### src/verilog/adc_if_params.svh
// compile-time configuration of the SAR ADC capture core
// ADC_RESOLUTION has to be even, two-lane mode splits a word in halves
// period and delay counters are CNT_W bits, so both top out at 2**CNT_W-1
// reset defaults obey cnv_period > conv_delay + ADC_RESOLUTION + 2

`ifndef ADC_IF_PARAMS_SVH
`define ADC_IF_PARAMS_SVH

// bits per conversion result
`define ADC_RESOLUTION 18

// register port geometry
`define REG_ADDR_W 4
`define REG_DATA_W 32

// width of period and delay counters
`define CNT_W 16

// values loaded on reset, in s_axi_aclk cycles
`define DEF_CNV_PERIOD 40
`define DEF_CONV_DELAY 4

// read back at address 5
`define CORE_VERSION 32'h0001_0200

`endif

### src/verilog/adc_if_pkg.sv
// types shared by the capture core blocks
// all widths come from the params header

`include "adc_if_params.svh"

package adc_if_pkg;

  // ***********************************************************************
  // data and register words
  // ***********************************************************************

  // one conversion result, MSB first on the lanes
  typedef logic [`ADC_RESOLUTION-1:0] adc_sample_t;

  // register port
  typedef logic [`REG_ADDR_W-1:0] reg_addr_t;
  typedef logic [`REG_DATA_W-1:0] reg_data_t;

  // cycle counts for conversion period and conversion delay
  typedef logic [`CNT_W-1:0] cycle_cnt_t;

  // ***********************************************************************
  // readout sequencing
  // ***********************************************************************

  // IDLE waits for cnv, CONVERT counts the delay, READOUT holds the gate
  typedef enum logic [1:0] {
    IDLE,
    CONVERT,
    READOUT
  } readout_state_t;

endpackage

### src/verilog/adc_cfg_if.sv
// live configuration from the register bank to the datapath
// values are quasi-static, software changes them only while disabled
// or between conversions

interface adc_cfg_if
  import adc_if_pkg::*;
();

  // run control
  logic       enable;
  // 0 = da only, 1 = da and db interleaved
  logic       two_lanes;
  // cycles between conversion starts
  cycle_cnt_t cnv_period;
  // cycles from cnv to gate opening
  cycle_cnt_t conv_delay;

  // register bank owns the values
  modport reg_side (
    output enable,
    output two_lanes,
    output cnv_period,
    output conv_delay
  );

  // timing block and deserializer only look
  modport timing_side (
    input enable,
    input two_lanes,
    input cnv_period,
    input conv_delay
  );

endinterface

### src/verilog/adc_cnv_timing.sv
// conversion start and clock-gate timing of the capture core
// conv_delay must be at least 1, gate never opens in the cnv cycle
// software keeps cnv_period > conv_delay + nbits + 2
// a cnv that arrives outside IDLE is ignored by the readout and flagged

`include "adc_if_params.svh"

module adc_cnv_timing
  import adc_if_pkg::*;
(
  input  logic           s_axi_aclk,
  input  logic           rst_n,
  adc_cfg_if.timing_side cfg,
  output logic           cnv,
  output logic           gate
);

  localparam int NBITS     = `ADC_RESOLUTION;
  localparam int BIT_CNT_W = $clog2(NBITS);

  cycle_cnt_t             period_cnt;
  cycle_cnt_t             delay_cnt;
  logic [BIT_CNT_W-1:0]   bit_cnt;
  logic [BIT_CNT_W-1:0]   last_bit;
  logic                   cnv_start;
  readout_state_t         state;

  // ***********************************************************************
  // conversion period
  // ***********************************************************************

  // counter parks at zero while disabled, so the first start comes
  // right after enable is set
  assign cnv_start = cfg.enable && (period_cnt == '0);

  always_ff @(posedge s_axi_aclk or negedge rst_n) begin
    if (!rst_n) begin
      period_cnt <= '0;
      cnv        <= 1'b0;
    end else begin
      // one-cycle pulse
      cnv <= cnv_start;
      if (!cfg.enable) begin
        period_cnt <= '0;
      end else if (cnv_start) begin
        period_cnt <= cfg.cnv_period - 1'b1;
      end else begin
        period_cnt <= period_cnt - 1'b1;
      end
    end
  end

  // ***********************************************************************
  // readout sequencer
  // ***********************************************************************

  // gated cycles per sample minus one
  assign last_bit = cfg.two_lanes ? BIT_CNT_W'(NBITS / 2 - 1) : BIT_CNT_W'(NBITS - 1);

  // runs on its own once started, clearing enable lets a readout finish
  always_ff @(posedge s_axi_aclk or negedge rst_n) begin
    if (!rst_n) begin
      state     <= IDLE;
      delay_cnt <= '0;
      bit_cnt   <= '0;
      gate      <= 1'b0;
    end else begin
      case (state)
        IDLE: begin
          if (cnv_start) begin
            state     <= CONVERT;
            delay_cnt <= cfg.conv_delay - 1'b1;
          end
        end
        CONVERT: begin
          // gate rises conv_delay cycles after the cnv cycle
          if (delay_cnt == '0) begin
            state   <= READOUT;
            gate    <= 1'b1;
            bit_cnt <= last_bit;
          end else begin
            delay_cnt <= delay_cnt - 1'b1;
          end
        end
        READOUT: begin
          if (bit_cnt == '0) begin
            state <= IDLE;
            gate  <= 1'b0;
          end else begin
            bit_cnt <= bit_cnt - 1'b1;
          end
        end
        default: begin
          state <= IDLE;
          gate  <= 1'b0;
        end
      endcase
    end
  end

  // ***********************************************************************
  // checks
  // ***********************************************************************

  // the ADC must not see a conversion start while it shifts data out
  a_cnv_gate_excl: assert property (
    @(posedge s_axi_aclk) disable iff (!rst_n)
    !(cnv && gate)
  );

  // period too short for delay plus readout
  a_start_in_idle: assert property (
    @(posedge s_axi_aclk) disable iff (!rst_n)
    cnv_start |-> (state == IDLE)
  );

endmodule

### src/verilog/adc_if_top.sv
// top level of the SAR ADC capture core
// single clock domain, clk_gate qualifies s_axi_aclk as the ADC data clock
// register port is a one-cycle strobe interface, see adc_reg_bank

module adc_if_top
  import adc_if_pkg::*;
(
  input  logic        s_axi_aclk,
  input  logic        rst_n,

  // register port
  input  logic        reg_wr,
  input  logic        reg_rd,
  input  reg_addr_t   reg_addr,
  input  reg_data_t   reg_wdata,
  output reg_data_t   reg_rdata,
  output logic        reg_rvalid,

  // ADC side
  output logic        cnv,
  output logic        clk_gate,
  input  logic        da,
  input  logic        db,

  // sample stream
  output logic        adc_valid,
  output adc_sample_t adc_data
);

  // live configuration
  adc_cfg_if cfg_if ();

  // ***********************************************************************
  // blocks
  // ***********************************************************************

  adc_reg_bank i_reg_bank (
    .s_axi_aclk   (s_axi_aclk),
    .rst_n        (rst_n),
    .reg_wr       (reg_wr),
    .reg_rd       (reg_rd),
    .reg_addr     (reg_addr),
    .reg_wdata    (reg_wdata),
    .sample_valid (adc_valid),
    .sample       (adc_data),
    .reg_rdata    (reg_rdata),
    .reg_rvalid   (reg_rvalid),
    .cfg          (cfg_if.reg_side)
  );

  adc_cnv_timing i_cnv_timing (
    .s_axi_aclk (s_axi_aclk),
    .rst_n      (rst_n),
    .cfg        (cfg_if.timing_side),
    .cnv        (cnv),
    .gate       (clk_gate)
  );

  // lane mode comes straight from the live configuration
  adc_lane_deser i_lane_deser (
    .s_axi_aclk   (s_axi_aclk),
    .rst_n        (rst_n),
    .gate         (clk_gate),
    .two_lanes    (cfg_if.two_lanes),
    .da           (da),
    .db           (db),
    .sample_valid (adc_valid),
    .sample       (adc_data)
  );

endmodule

### src/verilog/adc_lane_deser.sv
// lane deserializer of the capture core
// one bit per lane per s_axi_aclk cycle, no DDR capture
// da holds odd bit positions and db even ones in two-lane mode
// two_lanes must not change while gate is high

`include "adc_if_params.svh"

module adc_lane_deser
  import adc_if_pkg::*;
(
  input  logic        s_axi_aclk,
  input  logic        rst_n,
  input  logic        gate,
  input  logic        two_lanes,
  input  logic        da,
  input  logic        db,
  output logic        sample_valid,
  output adc_sample_t sample
);

  localparam int RES = `ADC_RESOLUTION;

  adc_sample_t shift_reg;
  logic        gate_q;
  logic        gate_fall;

  // ***********************************************************************
  // bit capture
  // ***********************************************************************

  // ADC launches on the falling edge, bits land here on the next rising
  // edge for as long as gate was high in the cycle before
  always_ff @(posedge s_axi_aclk) begin
    if (gate) begin
      if (two_lanes) begin
        // MSB first, da on the odd position of each pair
        shift_reg <= {shift_reg[RES-3:0], da, db};
      end else begin
        shift_reg <= {shift_reg[RES-2:0], da};
      end
    end
  end

  // ***********************************************************************
  // word output
  // ***********************************************************************

  // last bit went in on the edge where gate dropped
  assign gate_fall = gate_q && !gate;

  always_ff @(posedge s_axi_aclk or negedge rst_n) begin
    if (!rst_n) begin
      gate_q       <= 1'b0;
      sample_valid <= 1'b0;
    end else begin
      gate_q       <= gate;
      sample_valid <= gate_fall;
    end
  end

  // word held until the next readout completes
  always_ff @(posedge s_axi_aclk) begin
    if (gate_fall) begin
      sample <= shift_reg;
    end
  end

  // ***********************************************************************
  // checks
  // ***********************************************************************

  // lane mode and gate length were fixed when the gate opened
  a_lanes_stable: assert property (
    @(posedge s_axi_aclk) disable iff (!rst_n)
    gate |-> $stable(two_lanes)
  );

endmodule

### src/verilog/adc_reg_bank.sv
// strobe-driven register file of the capture core
// single-cycle reg_wr and reg_rd, no back-pressure
// read data and reg_rvalid follow reg_rd by exactly one cycle
// unmapped reads return zero, writes to read-only addresses are dropped
// except address 3, where any write clears the sample count

`include "adc_if_params.svh"

module adc_reg_bank
  import adc_if_pkg::*;
(
  input  logic        s_axi_aclk,
  input  logic        rst_n,
  input  logic        reg_wr,
  input  logic        reg_rd,
  input  reg_addr_t   reg_addr,
  input  reg_data_t   reg_wdata,
  input  logic        sample_valid,
  input  adc_sample_t sample,
  output reg_data_t   reg_rdata,
  output logic        reg_rvalid,
  adc_cfg_if.reg_side cfg
);

  // register map
  localparam reg_addr_t ADDR_CTRL    = reg_addr_t'(0);
  localparam reg_addr_t ADDR_PERIOD  = reg_addr_t'(1);
  localparam reg_addr_t ADDR_DELAY   = reg_addr_t'(2);
  localparam reg_addr_t ADDR_COUNT   = reg_addr_t'(3);
  localparam reg_addr_t ADDR_LAST    = reg_addr_t'(4);
  localparam reg_addr_t ADDR_VERSION = reg_addr_t'(5);

  logic        enable_r;
  logic        two_lanes_r;
  cycle_cnt_t  cnv_period_r;
  cycle_cnt_t  conv_delay_r;
  reg_data_t   sample_cnt;
  adc_sample_t last_sample;
  reg_data_t   rd_mux;

  // ***********************************************************************
  // writable configuration
  // ***********************************************************************

  always_ff @(posedge s_axi_aclk or negedge rst_n) begin
    if (!rst_n) begin
      enable_r     <= 1'b0;
      two_lanes_r  <= 1'b0;
      cnv_period_r <= cycle_cnt_t'(`DEF_CNV_PERIOD);
      conv_delay_r <= cycle_cnt_t'(`DEF_CONV_DELAY);
    end else if (reg_wr) begin
      case (reg_addr)
        ADDR_CTRL: begin
          enable_r    <= reg_wdata[0];
          two_lanes_r <= reg_wdata[1];
        end
        ADDR_PERIOD: cnv_period_r <= reg_wdata[`CNT_W-1:0];
        ADDR_DELAY:  conv_delay_r <= reg_wdata[`CNT_W-1:0];
        default: ;
      endcase
    end
  end

  // configuration goes out live to the datapath
  assign cfg.enable     = enable_r;
  assign cfg.two_lanes  = two_lanes_r;
  assign cfg.cnv_period = cnv_period_r;
  assign cfg.conv_delay = conv_delay_r;

  // ***********************************************************************
  // status, sample count and last sample
  // ***********************************************************************

  // clear wins over a sample arriving in the same cycle
  always_ff @(posedge s_axi_aclk or negedge rst_n) begin
    if (!rst_n) begin
      sample_cnt <= '0;
    end else if (reg_wr && (reg_addr == ADDR_COUNT)) begin
      sample_cnt <= '0;
    end else if (sample_valid) begin
      sample_cnt <= sample_cnt + 1'b1;
    end
  end

  always_ff @(posedge s_axi_aclk or negedge rst_n) begin
    if (!rst_n) begin
      last_sample <= '0;
    end else if (sample_valid) begin
      last_sample <= sample;
    end
  end

  // ***********************************************************************
  // read path
  // ***********************************************************************

  // narrower fields are zero-extended to the register word
  always_comb begin
    case (reg_addr)
      ADDR_CTRL:    rd_mux = reg_data_t'({two_lanes_r, enable_r});
      ADDR_PERIOD:  rd_mux = reg_data_t'(cnv_period_r);
      ADDR_DELAY:   rd_mux = reg_data_t'(conv_delay_r);
      ADDR_COUNT:   rd_mux = sample_cnt;
      ADDR_LAST:    rd_mux = reg_data_t'(last_sample);
      ADDR_VERSION: rd_mux = reg_data_t'(`CORE_VERSION);
      default:      rd_mux = '0;
    endcase
  end

  always_ff @(posedge s_axi_aclk or negedge rst_n) begin
    if (!rst_n) begin
      reg_rvalid <= 1'b0;
    end else begin
      reg_rvalid <= reg_rd;
    end
  end

  // data only captured on a read strobe
  always_ff @(posedge s_axi_aclk) begin
    if (reg_rd) begin
      reg_rdata <= rd_mux;
    end
  end

endmodule
### config.mk
export PLATFORM = sky130hd
export DESIGN_NAME = adc_if_top
export DESIGN_NICKNAME = d
export VERILOG_FILES = /design/src/verilog/adc_if_pkg.sv /design/src/verilog/adc_cfg_if.sv /design/src/verilog/adc_cnv_timing.sv /design/src/verilog/adc_if_top.sv /design/src/verilog/adc_lane_deser.sv /design/src/verilog/adc_reg_bank.sv
export VERILOG_INCLUDE_DIRS = /design/src /design/src/verilog
export SDC_FILE = /design/constraint.sdc
export NUM_CORES = 1
export LEC_CHECK = 0
export ABC_AREA = 1
export BUFFER_PORTS_ARGS = -buffer_cell sky130_fd_sc_hd__clkbuf_2
export CORE_MARGIN = 2
export CORE_UTILIZATION = 60
export DETAILED_ROUTE_END_ITERATION = 16
export PLACE_DENSITY = 0.91
export SKIP_LAST_GASP = 1
export SYNTH_ARGS = -nofsm -noshare
export SYNTH_HDL_FRONTEND = slang
export SYNTH_SLANG_ARGS = --single-unit
### constraint.sdc
create_clock -name s_axi_aclk -period 3.4 [get_ports s_axi_aclk]
set_input_delay 0.51 -clock s_axi_aclk [delete_from_list [all_inputs] [get_ports s_axi_aclk]]
set_output_delay 0.51 -clock s_axi_aclk [all_outputs]
set_load 0.005 [all_outputs]
==> Yosys cells after proc, flatten, opt, wreduce, memory -nomap -nowiden <==
Index checks and enable logic that the tools add are counted.
{ "totals": {"reg_bits": 196, "input_bits": 42, "out_inout_bits": 54} }
{ "classes": {"n_addsub": 6, "eq_ne": 12, "mux": 20, "n_bitwise": 1, "reduce_logical": 19} }
{ "ops": {"columns": ["op", "n"], "rows": [
  ["$pmux 32 s6", 1],
  ["$mux 16", 4],
  ["$mux 32", 2],
  ["$sub 16x1->16 const B", 4],
  ["$add 32x1->32 const B", 1],
  ["$logic_not 16->1", 2],
  ["$pmux 16 s2", 1],
  ["$mux 18", 1],
  ["$mux 5", 3],
  ["$reduce_and 3->1", 4],
  ["$pmux 5 s2", 1],
  ["$eq 4x2->1 const B", 2],
  ["$eq 4x3->1 const B", 2],
  ["$mux 2", 3],
  ["$ne 2x1->1 const B", 3],
  ["$pmux 2 s3", 1],
  ["$reduce_and 2->1", 3],
  ["$reduce_bool 2->1", 3],
  ["$logic_not 5->1", 1],
  ["$sub 5x1->5 const B", 1],
  ["$eq 4x1->1 const B", 1],
  ["$logic_not 4->1", 1],
  ["$ne 2x2->1 const B", 2],
  ["$logic_and 1x1->1", 3],
  ["other kinds (7)", 8]
]} }

==> Longest topological paths before layout <==
{ "depth": {"depth_word": 4, "ltp_mapped": 15, "mapped_depth_nobuf": 14} }

==> Modules after synthesis <==
From an unflattened synthesis, not the netlist that was laid out.
{ "unflattened": {"hier_cells": 1163, "hier_area_um2": 9889.5} }
{ "by_module_without_submodules": {"columns": ["mod", "n_inst", "cells_each", "area_each_um2", "seq_area_each_um2"], "rows": [
  ["adc_reg_bank", 1, 635, 5467.7, 3091.7],
  ["adc_cnv_timing", 1, 430, 2976.6, 1026.0],
  ["adc_lane_deser", 1, 98, 1445.1, 1131.1]
]} }

==> Worst setup path after synthesis <==
Ideal clock, no wire load.
{ "synth_path": {"kind": "reg2reg", "startpoint": "reg i_cnv_timing.gate", "endpoint": "reg i_lane_deser.sample[0], enable pin", "setup_ns": 0.394, "arrival_ns": 1.525, "t_required_ns": 3.006, "slack_ns": 1.481, "stages_incl_launch_ff": 2, "n_path_buf": 0, "period_less_slack_ns": 1.919, "path_cell_list": "dfrtp_1 nor2_1"} }
{ "synth_between": {"elab_chain_len": 2} }
{ "synth_lines": {"columns": ["element", "line_no", "rtl"], "rows": [
  ["start, declared", "adc_cnv_timing.sv:15", "output logic gate"],
  ["start signal, assigned", "adc_cnv_timing.sv:66", "gate <= 1'b0;"],
  ["start signal, assigned", "adc_cnv_timing.sv:79", "gate <= 1'b1;"],
  ["start signal, assigned", "adc_cnv_timing.sv:88", "gate <= 1'b0;"],
  ["$logic_not 1->1", "adc_lane_deser.sv:49", "assign gate_fall = gate_q && !gate;"],
  ["$logic_and 1x1->1", "adc_lane_deser.sv:49", null],
  ["via i_lane_deser.gate_fall", "adc_lane_deser.sv:25", "logic gate_fall;"],
  ["end signal, assigned", "adc_lane_deser.sv:64", "sample <= shift_reg;"],
  ["end, declared", "adc_lane_deser.sv:18", "output adc_sample_t sample"]
]} }
The timed path passes the listed nets, and every way through them passes these cells.
A chain may end at the register's enable or synchronous reset.

==> Final worst setup path <==
{ "layout_path": {"startpoint": "reg i_reg_bank.enable_r, in the netlist i_reg_bank.cfg.enable", "endpoint": "reg i_cnv_timing.period_cnt[10]"} }
{ "layout_between": {"elab_chain_len": 3} }
{ "layout_lines": {"columns": ["element", "line_no", "rtl"], "rows": [
  ["start, declared", "adc_reg_bank.sv:33", "logic enable_r;"],
  ["start signal, assigned", "adc_reg_bank.sv:54", "enable_r <= reg_wdata[0];"],
  ["$logic_and 1x1->1", "adc_cnv_timing.sv:34", "assign cnv_start = cfg.enable && (period_cnt == '0);"],
  ["$mux 16", "adc_cnv_timing.sv:45", "end else if (cnv_start) begin"],
  ["$mux 16 *", "adc_cnv_timing.sv:43", "if (!cfg.enable) begin"],
  ["end signal, assigned", "adc_cnv_timing.sv:46", "period_cnt <= cfg.cnv_period - 1'b1;"],
  ["end signal, assigned", "adc_cnv_timing.sv:48", "period_cnt <= period_cnt - 1'b1;"],
  ["end, declared", "adc_cnv_timing.sv:21", "cycle_cnt_t period_cnt;"]
]} }
Mark *: on every way between the ends. The rest lies on a longest branch, timed or not.

==> results.ini <==
[synthesis]
synth_area_leaders=dfrtp_1, edfxtp_1, nand2_1
synth_seq_cells=196
synth_fp_nets=1135
synth_common_cells=nand2_1, inv_1, dfrtp_1, nor2_1, o21ai_0
synth_cell_types=44
async_reset_ff_frac=0.653
synth_most_common_cell=nand2_1
synth_warnings=0
synth_area_sq_um=9430
avgSynthCellArea_sq_um=8.66
synthFlopType=dfrtp_1
synth_seq_area_share=0.557
synthCells=1088
synth-edff-count=68
synth_top_area_frac=0.332
synth_top_cell_by_area=dfrtp_1

[sta]
relSlewSlack=0.384
fin_skew_ns=0.0104
fin_crit_sh=0.724
setup_viol=0
worst_pin_slew_ns=0.922
slew_violations=0
fin_crit_ns=2.46
setup_tns_ns=0
fmax_ghz=0.406
rsz0062_at_grt=false
finalHoldViolCount=0

[floorplanning]
core_area_sq_um=15300
ios=96
placementRows=45
dieArea_sq_um=16700
start_util=0.618
die_h_um=129
die_w_um=129

[placed_design]
routabilityCongestion=0.943
port_buffers=79
placed_cells=1357
dp_hpwl_um=16000

[clocking]
cts_inserted_buffers=17
postCtsSetupRepairBufs=0
clk_latency_ns=0.44
cts_tree=done
clock-sinks=196
clk_pin_slew_worst_paths_ns=0.07
cts_resized=0
clock-root-buffer=clkbuf_16
clockBufferDepth=2
htreeDepth=4
cts_hold_buf=0

[min_path]
hp-class=in -> async

[global_routing]
grt_usage=0.278
grt_pass1_vias=7268
grt_pass1_wl_um=35500
grt_max_degree=66
grt-ovfl-total=0
antenna_found_initial=0

[layout]
diodes=0
reg_top3=i_reg_bank.reg_rdata x32, i_reg_bank.sample_cnt x32
area_growth_syn_to_layout_pct=12.1
nets=1212
drive_above_1_share=0.148
nFillCells=1138
post-route-util=0.693
fin_cells=1389

[setup_path]
path_class=reg -> reg
worstPathRequired_ns=3.73
r2r_slack_ns=0.94
start_kind=register
reg2reg_depth=14
crit_chain=inv_2, nor2_2, nand3_2, nor2_4, nand2_1, nand2_1, nand2_2, ha_1, nand3_4, nor2_4, nand2_1, nand2_1, nand2_1, nor2_1
path_max_fanout=12
rr_endpoint=i_cnv_timing.period_cnt[10]$_DFF_PN0_
r2r-start=i_reg_bank.cfg.enable$_DFFE_PN0P_
cpPeakStageDelay_ns=0.61
cp_slowest_cell=dfrtp_1
critPathCaptureType=register
crit_arrival_ns=2.79
cpMostUsedCell=nand2_1

[detailed_routing]
first_pass_iters=7
drc=0
final_antenna_net_count=0
via_per_inst=5.55
vias=7712
wire_per_inst_um=15.7
routed_wl_um=21700
drt_iter0_drc=840

[run_status]
status=completed

[power]
power_mw=8.31
powerDensity_nw_per_um2=787
p_leak_nw=4.81
ir_worst_vdd_uv=451

[run]
maxCapViolations=0

logic make-up (layout without fill, tap and decap cells):
| logic type | Yosys count | in the layout | share of synthesized area |
|---|---|---|---|
| and+or+nand+nor | 508 | 508 | 0.236 |
| DFF | 196 | 196 | 0.557 |
| AOI/OAI and AO/OA | 186 | 186 | 0.111 |
| buffers and inverters | 177 | 267 | 0.0741 |
| xor gates and xnor gates | 16 | 16 | 0.0149 |
| adders and majority gates | 5 | 5 | 0.00664 |
routing by layer:
metal  track usage  part of all wire  vias up
li1              -                 -     3717
met1         0.378              0.43     3636
met2         0.443              0.47      308
met3        0.0537             0.067       51
met4         0.114             0.034        0
met5             0                 0        -
report_power, final:
group | leakage, nW | total (mW) | internal [mW] | switching [mW]
sequential | 2.33 | 3.49 | 3.08 | 0.406
combinational | 2.22 | 2.94 | 0.961 | 1.98
clock | 0.258 | 1.88 | 0.959 | 0.925
placed cells by master, fill, tap and decap left out, types with 3 or more instances in the layout:
cell        netlist  routed
o2111ai_1        10      10
buf_4             1      12
xnor2_1           4       4
inv_8             0       3
inv_2             7       7
nor3_1           17      17
o22ai_1           3       3
nand3_1          42      42
edfxtp_1         68      68
nor2_2           12      12
dfstp_2           3       3
xor2_1           12      12
inv_1           137     137
inv_6             0       4
clkbuf_2          0      78
o21ai_2           6       6
o31ai_1           3       3
clkbuf_16         0      17
nor2_1          115     115
nand3_2           4       4
nand2_2           7       7
a21oi_1          30      30
nor2_4            7       7
a31oi_1           7       7
nor4_1            6       6
o21ai_0          90      90
clkinvlp_4        0       3
nand4_1          13      13
dfrtp_1         125     125
nand2_1         275     275
o21a_1            4       4
ha_1              5       5
o21ai_1          25      25
how the worst max path moves through the flow:
stage                                       from                                    end  slack [ns]
3_3_place_gp                         reg_addr[3]  i_reg_bank.sample_cnt[29]$_DFFE_PN0P_        0.86
2_1_floorplan      i_cnv_timing.gate$_DFFE_PN0P_       i_lane_deser.sample[0]$_DFFE_PP_        1.48
4_1_cts        i_reg_bank.cfg.enable$_DFFE_PN0P_  i_cnv_timing.period_cnt[10]$_DFF_PN0_        0.93
6_report       i_reg_bank.cfg.enable$_DFFE_PN0P_  i_cnv_timing.period_cnt[10]$_DFF_PN0_        0.94
5_1_grt        i_reg_bank.cfg.enable$_DFFE_PN0P_  i_cnv_timing.period_cnt[10]$_DFF_PN0_        0.69
3_5_place_dp                         reg_addr[3]  i_reg_bank.sample_cnt[31]$_DFFE_PN0P_        0.74
worst max-delay path: cells and delay by family (launching register included):
kind	cells	cell delay, ns
fa+ha+maj	1	0.24
buf+inv	1	0.20
simple gates	12	1.30
flops	1	0.61
cell type report:
class,instances,area (sq um),area share
Inverter,145,544,0.0515
Multi-Input combinational cell,715,3480,0.329
Clock inverter,14,123,0.0116
Clock buffer,18,429,0.0406
Timing Repair Buffer,90,480,0.0455
Sequential cell,196,5250,0.497
Tap cell,211,264,0.0250
metrics by stage:
step                      area (sq um)  hold WS [ns]  setup WS [ns]
final                            10600         0.151          0.937
after global routing             10600         0.228          0.692
after CTS                        10600         0.195          0.932
after detailed placement         10000         0.405          0.738
after global placement           10000         0.401          0.860
after floorplan                   9430         0.214           1.48
(Power assumes the default switching activity.)
